`config.mk`:
```
export PLATFORM = sky130hd
export DESIGN_NAME = iq_sync_top
export DESIGN_NICKNAME = d
export VERILOG_FILES = /design/src/common/sample_pkg.sv /design/src/common/stream_pkg.sv /design/src/lane_fifo/lane_fifo.sv /design/src/design/lane_align.sv /design/src/design/iq_sum.sv /design/src/design/iq_sync_top.sv
export VERILOG_INCLUDE_DIRS = /design/src /design/src/common
export SDC_FILE = /design/constraint.sdc
export NUM_CORES = 1
export LEC_CHECK = 0
export BUFFER_PORTS_ARGS = -buffer_cell sky130_fd_sc_hd__buf_2
export CELL_PAD_IN_SITES_DETAIL_PLACEMENT = 1
export CELL_PAD_IN_SITES_GLOBAL_PLACEMENT = 1
export CORE_MARGIN = 2
export CORE_UTILIZATION = 52
export DETAILED_ROUTE_END_ITERATION = 10
export PLACE_DENSITY_LB_ADDON = 0.05
export SLEW_MARGIN = 20
export SYNTH_ARGS = -nofsm -noshare
export SYNTH_HDL_FRONTEND = slang
export SYNTH_SLANG_ARGS = --single-unit
export TNS_END_PERCENT = 10
```
`constraint.sdc`:
```
create_clock -name clk -period 5.01 [get_ports clk]
set_input_delay 0.501 -clock clk [delete_from_list [all_inputs] [get_ports clk]]
set_output_delay 0.501 -clock clk [all_outputs]
set_load 0.05 [all_outputs]
```
`src/common/sync_config.svh`:
```
// Build-time sizes for the lane aligner
// SYNC_SAMPLE_W must be even, since I and Q each take one half
// SYNC_FIFO_AW of 1 or more, so every lane FIFO has at least 2 entries
`ifndef SYNC_CONFIG_SVH
`define SYNC_CONFIG_SVH

// Number of lanes joined into one stream
`define SYNC_LANES 2

// Full I/Q sample word
`define SYNC_SAMPLE_W 32

// FIFO address width per lane
// Depth is 2**SYNC_FIFO_AW
`define SYNC_FIFO_AW 2

`endif

```
`src/common/sample_pkg.sv`:
```
// Sample word types shared by every lane
// I sits in the upper half and Q in the lower half, both two's complement
`include "sync_config.svh"

package sample_pkg;

  // Width of one I or Q component
  localparam int HALF_W = `SYNC_SAMPLE_W / 2;

  // Complex sample, I first so it lands in the upper bits
  typedef struct packed {
    logic signed [HALF_W-1:0] i;
    logic signed [HALF_W-1:0] q;
  } iq_t;

  // Same word seen as plain bits or as I/Q
  // Plumbing moves raw, arithmetic reads iq
  typedef union packed {
    logic [`SYNC_SAMPLE_W-1:0] raw;
    iq_t                       iq;
  } sample_t;

endpackage

```
`src/common/stream_pkg.sv`:
```
// Types for the per-lane stream plumbing
// Lane masks carry one bit per lane, bit n for lane n
`include "sync_config.svh"

package stream_pkg;

  // Valid, ready and last vectors across lanes
  typedef logic [`SYNC_LANES-1:0] lane_mask_t;

  // FIFO pointer with one wrap bit above the address
  // Equal addresses with different wrap bits means full
  typedef logic [`SYNC_FIFO_AW:0] fifo_ptr_t;

endpackage

```
`src/lane_fifo/lane_fifo.sv`:
```
// Single-lane circular FIFO, valid/ready on both sides
// Output valid one cycle after the write edge, no fall-through
// Full only at 2**SYNC_FIFO_AW stored words
// i_clear drops all stored words on the next edge
`include "sync_config.svh"

module lane_fifo (
  input  logic                clk,
  input  logic                i_rst_n,
  input  logic                i_clear,
  input  sample_pkg::sample_t i_data,
  input  logic                i_last,
  input  logic                i_valid,
  output logic                o_ready,
  output sample_pkg::sample_t o_data,
  output logic                o_last,
  output logic                o_valid,
  input  logic                i_ready
);

  import stream_pkg::*;

  localparam int DEPTH = 1 << `SYNC_FIFO_AW;

  // Storage, data and last side by side
  logic [`SYNC_SAMPLE_W-1:0] mem_data [DEPTH];
  logic                      mem_last [DEPTH];

  fifo_ptr_t wr_ptr;
  fifo_ptr_t rd_ptr;

  logic full;
  logic empty;
  logic push;
  logic pop;

  // Same address, wrap bits differ -> full
  assign full = (wr_ptr[`SYNC_FIFO_AW] != rd_ptr[`SYNC_FIFO_AW]) &&
                (wr_ptr[`SYNC_FIFO_AW-1:0] == rd_ptr[`SYNC_FIFO_AW-1:0]);
  // Identical pointers -> empty
  assign empty = (wr_ptr == rd_ptr);

  assign push = i_valid && !full;
  assign pop  = !empty && i_ready;

  // Upstream side
  assign o_ready = !full;

  // Downstream side, head of queue straight from the array
  assign o_valid    = !empty;
  assign o_data.raw = mem_data[rd_ptr[`SYNC_FIFO_AW-1:0]];
  assign o_last     = mem_last[rd_ptr[`SYNC_FIFO_AW-1:0]];

  // Array write, contents need no reset
  always_ff @(posedge clk) begin
    if (push) begin
      mem_data[wr_ptr[`SYNC_FIFO_AW-1:0]] <= i_data.raw;
      mem_last[wr_ptr[`SYNC_FIFO_AW-1:0]] <= i_last;
    end
  end

  // Pointer update
  // Clear wins over a push or pop in the same cycle
  always_ff @(posedge clk or negedge i_rst_n) begin
    if (!i_rst_n) begin
      wr_ptr <= '0;
      rd_ptr <= '0;
    end else if (i_clear) begin
      wr_ptr <= '0;
      rd_ptr <= '0;
    end else begin
      if (push) begin
        wr_ptr <= fifo_ptr_t'(wr_ptr + 1'b1);
      end
      if (pop) begin
        rd_ptr <= fifo_ptr_t'(rd_ptr + 1'b1);
      end
    end
  end

endmodule

```
`src/design/lane_align.sv`:
```
// Joins all lane FIFO heads into one transfer
// Release only when every lane is valid and downstream is ready
// Output valid follows i_ready here, so the sink's ready must not wait on valid
// Sticky mismatch flag on last-flag disagreement, cleared by i_clear
`include "sync_config.svh"

module lane_align (
  input  logic                   clk,
  input  logic                   i_rst_n,
  input  logic                   i_clear,
  input  sample_pkg::sample_t    i_lane_data [`SYNC_LANES],
  input  stream_pkg::lane_mask_t i_lane_last,
  input  stream_pkg::lane_mask_t i_lane_valid,
  output stream_pkg::lane_mask_t o_lane_ready,
  output sample_pkg::sample_t    o_data [`SYNC_LANES],
  output logic                   o_last,
  output logic                   o_valid,
  input  logic                   i_ready,
  output logic                   o_last_mismatch
);

  import stream_pkg::*;

  logic release_set;
  logic last_split;
  logic mismatch_q;

  // One condition pops every lane at once
  assign release_set  = (&i_lane_valid) && i_ready;
  assign o_lane_ready = lane_mask_t'({`SYNC_LANES{release_set}});
  assign o_valid      = release_set;

  // Lane words pass through untouched, paired by position
  always_comb begin
    for (int n = 0; n < `SYNC_LANES; n++) begin
      o_data[n].raw = i_lane_data[n].raw;
    end
  end

  // Lane 0 is the reference for frame boundaries
  assign o_last = i_lane_last[0];

  // Some but not all lanes flag last
  assign last_split = (|i_lane_last) && !(&i_lane_last);

  // Sticky, only sampled on an actual release
  always_ff @(posedge clk or negedge i_rst_n) begin
    if (!i_rst_n) begin
      mismatch_q <= 1'b0;
    end else if (i_clear) begin
      mismatch_q <= 1'b0;
    end else if (release_set && last_split) begin
      mismatch_q <= 1'b1;
    end
  end

  assign o_last_mismatch = mismatch_q;

endmodule

```
`src/design/iq_sum.sv`:
```
// Lane-wise I/Q adder with signed saturation per half
// One output register, one item per cycle at full throughput
// Ready does not depend on i_valid
`include "sync_config.svh"

module iq_sum (
  input  logic                clk,
  input  logic                i_rst_n,
  input  logic                i_clear,
  input  sample_pkg::sample_t i_data [`SYNC_LANES],
  input  logic                i_last,
  input  logic                i_valid,
  output logic                o_ready,
  output sample_pkg::sample_t o_sum,
  output logic                o_last,
  output logic                o_valid,
  input  logic                i_ready
);

  import sample_pkg::*;

  // Growth of log2(lanes) bits plus one spare
  localparam int SUM_W    = HALF_W + $clog2(`SYNC_LANES) + 1;
  localparam int HALF_MAX = (2 ** (HALF_W - 1)) - 1;
  localparam int HALF_MIN = -(2 ** (HALF_W - 1));

  logic signed [SUM_W-1:0] sum_i;
  logic signed [SUM_W-1:0] sum_q;
  sample_t                 sum_d;
  sample_t                 sum_q_reg;
  logic                    last_q;
  logic                    valid_q;
  logic                    load;

  // Clamp a wide sum back into one half
  function automatic logic signed [HALF_W-1:0] sat(input logic signed [SUM_W-1:0] v);
    logic signed [HALF_W-1:0] r;
    if (v > HALF_MAX) begin
      r = HALF_W'(HALF_MAX);
    end else if (v < HALF_MIN) begin
      r = HALF_W'(HALF_MIN);
    end else begin
      r = HALF_W'(v);
    end
    return r;
  endfunction

  // Sign-extended accumulation over lanes
  always_comb begin
    sum_i = '0;
    sum_q = '0;
    for (int n = 0; n < `SYNC_LANES; n++) begin
      sum_i = sum_i + i_data[n].iq.i;
      sum_q = sum_q + i_data[n].iq.q;
    end
    sum_d.iq.i = sat(sum_i);
    sum_d.iq.q = sat(sum_q);
  end

  // Space when empty or being drained this cycle
  assign o_ready = !valid_q || i_ready;
  assign load    = i_valid && o_ready;

  // Payload, held while the output stalls
  always_ff @(posedge clk) begin
    if (load) begin
      sum_q_reg <= sum_d;
      last_q    <= i_last;
    end
  end

  always_ff @(posedge clk or negedge i_rst_n) begin
    if (!i_rst_n) begin
      valid_q <= 1'b0;
    end else if (i_clear) begin
      valid_q <= 1'b0;
    end else if (load) begin
      valid_q <= 1'b1;
    end else if (i_ready) begin
      valid_q <= 1'b0;
    end
  end

  assign o_sum   = sum_q_reg;
  assign o_last  = last_q;
  assign o_valid = valid_q;

endmodule

```
`src/design/iq_sync_top.sv`:
```
// Multi-lane I/Q aligner and combiner
// o_valid two cycles after the last lane's write when unstalled
// Each lane buffers FIFO depth plus one sample before o_ready drops
`include "sync_config.svh"

module iq_sync_top (
  input  logic                   clk,
  input  logic                   i_rst_n,
  input  logic                   i_clear,
  input  sample_pkg::sample_t    i_data [`SYNC_LANES],
  input  stream_pkg::lane_mask_t i_last,
  input  stream_pkg::lane_mask_t i_valid,
  output stream_pkg::lane_mask_t o_ready,
  output sample_pkg::sample_t    o_sum,
  output logic                   o_last,
  output logic                   o_valid,
  input  logic                   i_ready,
  output logic                   o_last_mismatch
);

  import sample_pkg::*;
  import stream_pkg::*;

  // FIFO heads
  sample_t    fifo_data [`SYNC_LANES];
  lane_mask_t fifo_last;
  lane_mask_t fifo_valid;
  lane_mask_t fifo_ready;

  // Joined transfer into the adder
  sample_t    al_data [`SYNC_LANES];
  logic       al_last;
  logic       al_valid;
  logic       sum_ready;

  // One buffer per lane absorbs the skew
  for (genvar g = 0; g < `SYNC_LANES; g++) begin : g_lane
    lane_fifo u_fifo (
      .clk     (clk),
      .i_rst_n (i_rst_n),
      .i_clear (i_clear),
      .i_data  (i_data[g]),
      .i_last  (i_last[g]),
      .i_valid (i_valid[g]),
      .o_ready (o_ready[g]),
      .o_data  (fifo_data[g]),
      .o_last  (fifo_last[g]),
      .o_valid (fifo_valid[g]),
      .i_ready (fifo_ready[g])
    );
  end

  lane_align u_align (
    .clk             (clk),
    .i_rst_n         (i_rst_n),
    .i_clear         (i_clear),
    .i_lane_data     (fifo_data),
    .i_lane_last     (fifo_last),
    .i_lane_valid    (fifo_valid),
    .o_lane_ready    (fifo_ready),
    .o_data          (al_data),
    .o_last          (al_last),
    .o_valid         (al_valid),
    .i_ready         (sum_ready),
    .o_last_mismatch (o_last_mismatch)
  );

  iq_sum u_sum (
    .clk     (clk),
    .i_rst_n (i_rst_n),
    .i_clear (i_clear),
    .i_data  (al_data),
    .i_last  (al_last),
    .i_valid (al_valid),
    .o_ready (sum_ready),
    .o_sum   (o_sum),
    .o_last  (o_last),
    .o_valid (o_valid),
    .i_ready (i_ready)
  );

endmodule

```
==> flow_summary.toml <==
[run_status]
outcome = "finished, final reports clean"

[hold_path]
worst_hold_path_type = "in -> reg"
holdPathStages = 1

[grt]
track_usage_pct = 22.5
busiest_layer = "met2"
grt_util_met2_pct = 39.9
met1_usage_pct = 28.8
antenna_found_initial = 2
grt_first_pass_wirelength_um = 44200
grt_pass1_vias = 7531
grt_max_degree = 35
grt.overflow.total = 0
use_met3_pct = 3.67

[die]
die_w_um = 163
top_level_ports = 109
rows = 58
start_util_pct = 52.5
dieHeight_um = 163
fp.coreArea_um2 = 25000
die_area_um2 = 26500

[critical_path]
critical_path.endpoint = "u_sum.o_sum[9]"
cp.arrival_ps = 4350
r2r-end = "u_sum.o_sum[9]"
worstSetupPathType = "reg -> reg"
reg2reg_from = "g_lane[1].u_fifo.rd_ptr[0]"
worstPathRequired_ps = 5290
cp-end-kind = "flop"
start_kind = "flop"
cp_max_fo = 19
reg2regPathDepth = 10
rrSetupSlack_ps = 940
critPathLaunch = "g_lane[1].u_fifo.rd_ptr[0]"

[pwr]
max-vdd-ir-drop_mv = 0.416
p_leak_uw = 0.00527
power_density_nw_per_um2 = 640

[logic_synthesis]
async_flop_share_pct = 4.50
ys_types = 62
synthCells = 704
synth_fp_nets = 820
ys_seq_area_share_pct = 70.8
ys_ff_latch = 311
synthFlopType = "edfxtp_1"
yosys_warnings = 0
synth_edf_count = 297
syn-cell-area_um2 = 13100
avgSynthCellArea_um2 = 18.6

[cells_and_area]
final_cell_mix = "edfxtp_1 (297), buf_2 (108), mux4_2 (66)"
multiInputGateArea_um2 = 3660
fin_cells = 1182
drive_gt1_share_pct = 29.8
area_growth_pct = 15.2
fill_cells = 2229
final_common_cell = "edfxtp_1"
seq_area_um2 = 9270
nNetsFinal = 946
final_area_um2 = 15100
fin_util_pct = 60.4

[cts]
cts_buffer_depth = 3
clockRootBuffer = "clkbuf_16"
cts.htree.levels = 1
cts_tree = "yes"
insertion_delay_ps = 560
cts_sinks = 311
clk_pin_slew_ps = 60
cts_setup_buffers = 0
cts_made_buffers = 31
cts_repair_resize_count = 0

[sta]
max-slew-margin-rel_pct = 29.7
skew_ps = 19.4
min_period_over_period_pct = 81.3
max_freq_mhz = 246
tightest_slew_ps = 1060
setup_viol = 0
rsz0062_at_grt = "no"
maxSlewViolCount = 0
hold_viol_final = 0
period_needed_ps = 4070
fin_ws_ps = 938
setup_tns_ps = 0

[placement]
dpl-instance-area_um2 = 14000
dp_slack_ps = 887
placedCellCount = 1126
place_congestion = 0.828
port_buffers = 108
dpl.hpwl_um = 19100

[job]
cap_violations = 0

[route]
routed_wl_um = 28900
postRouteAntennaNets = 0
firstDrtPassIters = 5
vias = 6874
viasPerCell = 5.82
drc = 0
wire_per_inst_um = 24.4
drt_iter0_drc = 426
logic make-up (layout without fill, tap and decap cells):
kind of cell	Yosys count	in the layout	share of synthesized area, %
simple gates	87	87	3.46
compound gates	111	111	5.53
flops	311	311	70.8
xor+xnor	40	40	2.68
mux	68	68	11.5
buf+inv	39	186	1.39
other cells	0	1	0
fa+ha+maj	48	48	4.65
how the worst min path moves through the flow:
stage	endpoint	startpoint	slack [ps]
5_1_grt	g_lane[1].u_fifo.mem_data[2][8]	i_data[8]	150
2_1_floorplan	g_lane[0].u_fifo.rd_ptr[0]	i_rst_n	210
3_3_place_gp	g_lane[1].u_fifo.rd_ptr[1]	i_rst_n	430
6_report	g_lane[1].u_fifo.mem_data[0][7]	i_data[7]	150
3_5_place_dp	u_sum.o_valid	i_rst_n	430
4_1_cts	g_lane[1].u_fifo.mem_data[2][7]	i_data[7]	130
area by class of cell:
class	count	share of cell area (%)
clock buffers	35	5.24
flip-flops and latches	311	61.4
clock inverters	19	1.58
repair buffers	120	4.41
multi-input cells	354	24.3
inverters	12	0.299
diodes	1	0.0166
well taps	330	2.74
worst max-delay path, stage by stage, from the launching register on:
cell and delay [ps]:
dfrtp_2 840, mux4_2 590, ha_1 230, fa_1 430, a211o_1 300, a21oi_2 240
a21boi_2 110, nor4_1 300, nor3_2 130, nor2_2 400, o21ai_0 200
routing by layer:
| metal | vias to the layer above | part of all wire (%) |
|---|---|---|
| met5 | - | 0.045 |
| met4 | 2 | 3.1 |
| met3 | 56 | 4.5 |
| met2 | 187 | 52 |
| met1 | 3538 | 41 |
| li1 | 3091 | - |
state kept, by name, summed over array words and instances (netlist names):
name	count
g_lane.u_fifo.mem_data	256
g_lane.u_fifo.mem_last	8
g_lane.u_fifo.rd_ptr	6
g_lane.u_fifo.wr_ptr	6
u_align.o_last_mismatch	1
u_sum.o_last	1
u_sum.o_sum	32
u_sum.o_valid	1
where the power goes:
part / switching, uW / internal, uW
registers: 169 / 3340
logic: 2350 / 1460
clock network: 917 / 1430
synth_stat cells (all sizes together) (4+ instances only):
cell type / number / area (um2)
a211oi: 5 / 42.5
and2: 5 / 32.5
a31oi: 6 / 37.5
edfxtp: 297 / 8920
xor2: 17 / 149
a21oi: 43 / 223
nor3: 6 / 51.3
buf: 14 / 86.3
dfrtp: 14 / 350
nand2: 20 / 75.1
xnor2: 23 / 201
a21o: 11 / 82.6
clkbuf: 13 / 51.3
o21ai: 25 / 125
maj3: 4 / 43.8
inv: 12 / 45.0
nor2: 22 / 92.6
mux4: 66 / 1490
nand3: 12 / 60.1
and3: 10 / 62.6
ha: 42 / 526
through the flow:
| stage | total power, uW | hold WS (ps) |
|---|---|---|
| detailed placement | 7380 | 429 |
| floorplan | 6450 | 205 |
| global route | 10200 | 146 |
| global placement | 7200 | 426 |
| CTS | 9740 | 134 |
| finish | 9660 | 152 |
timing repair:
action / 4_1_cts / 5_1_grt
endpoints found under the setup margin: 0 / 0
hold buffers: 1 / 0
hold endpoints to repair: 14 / 0
Power figures use the tool's default switching activity.
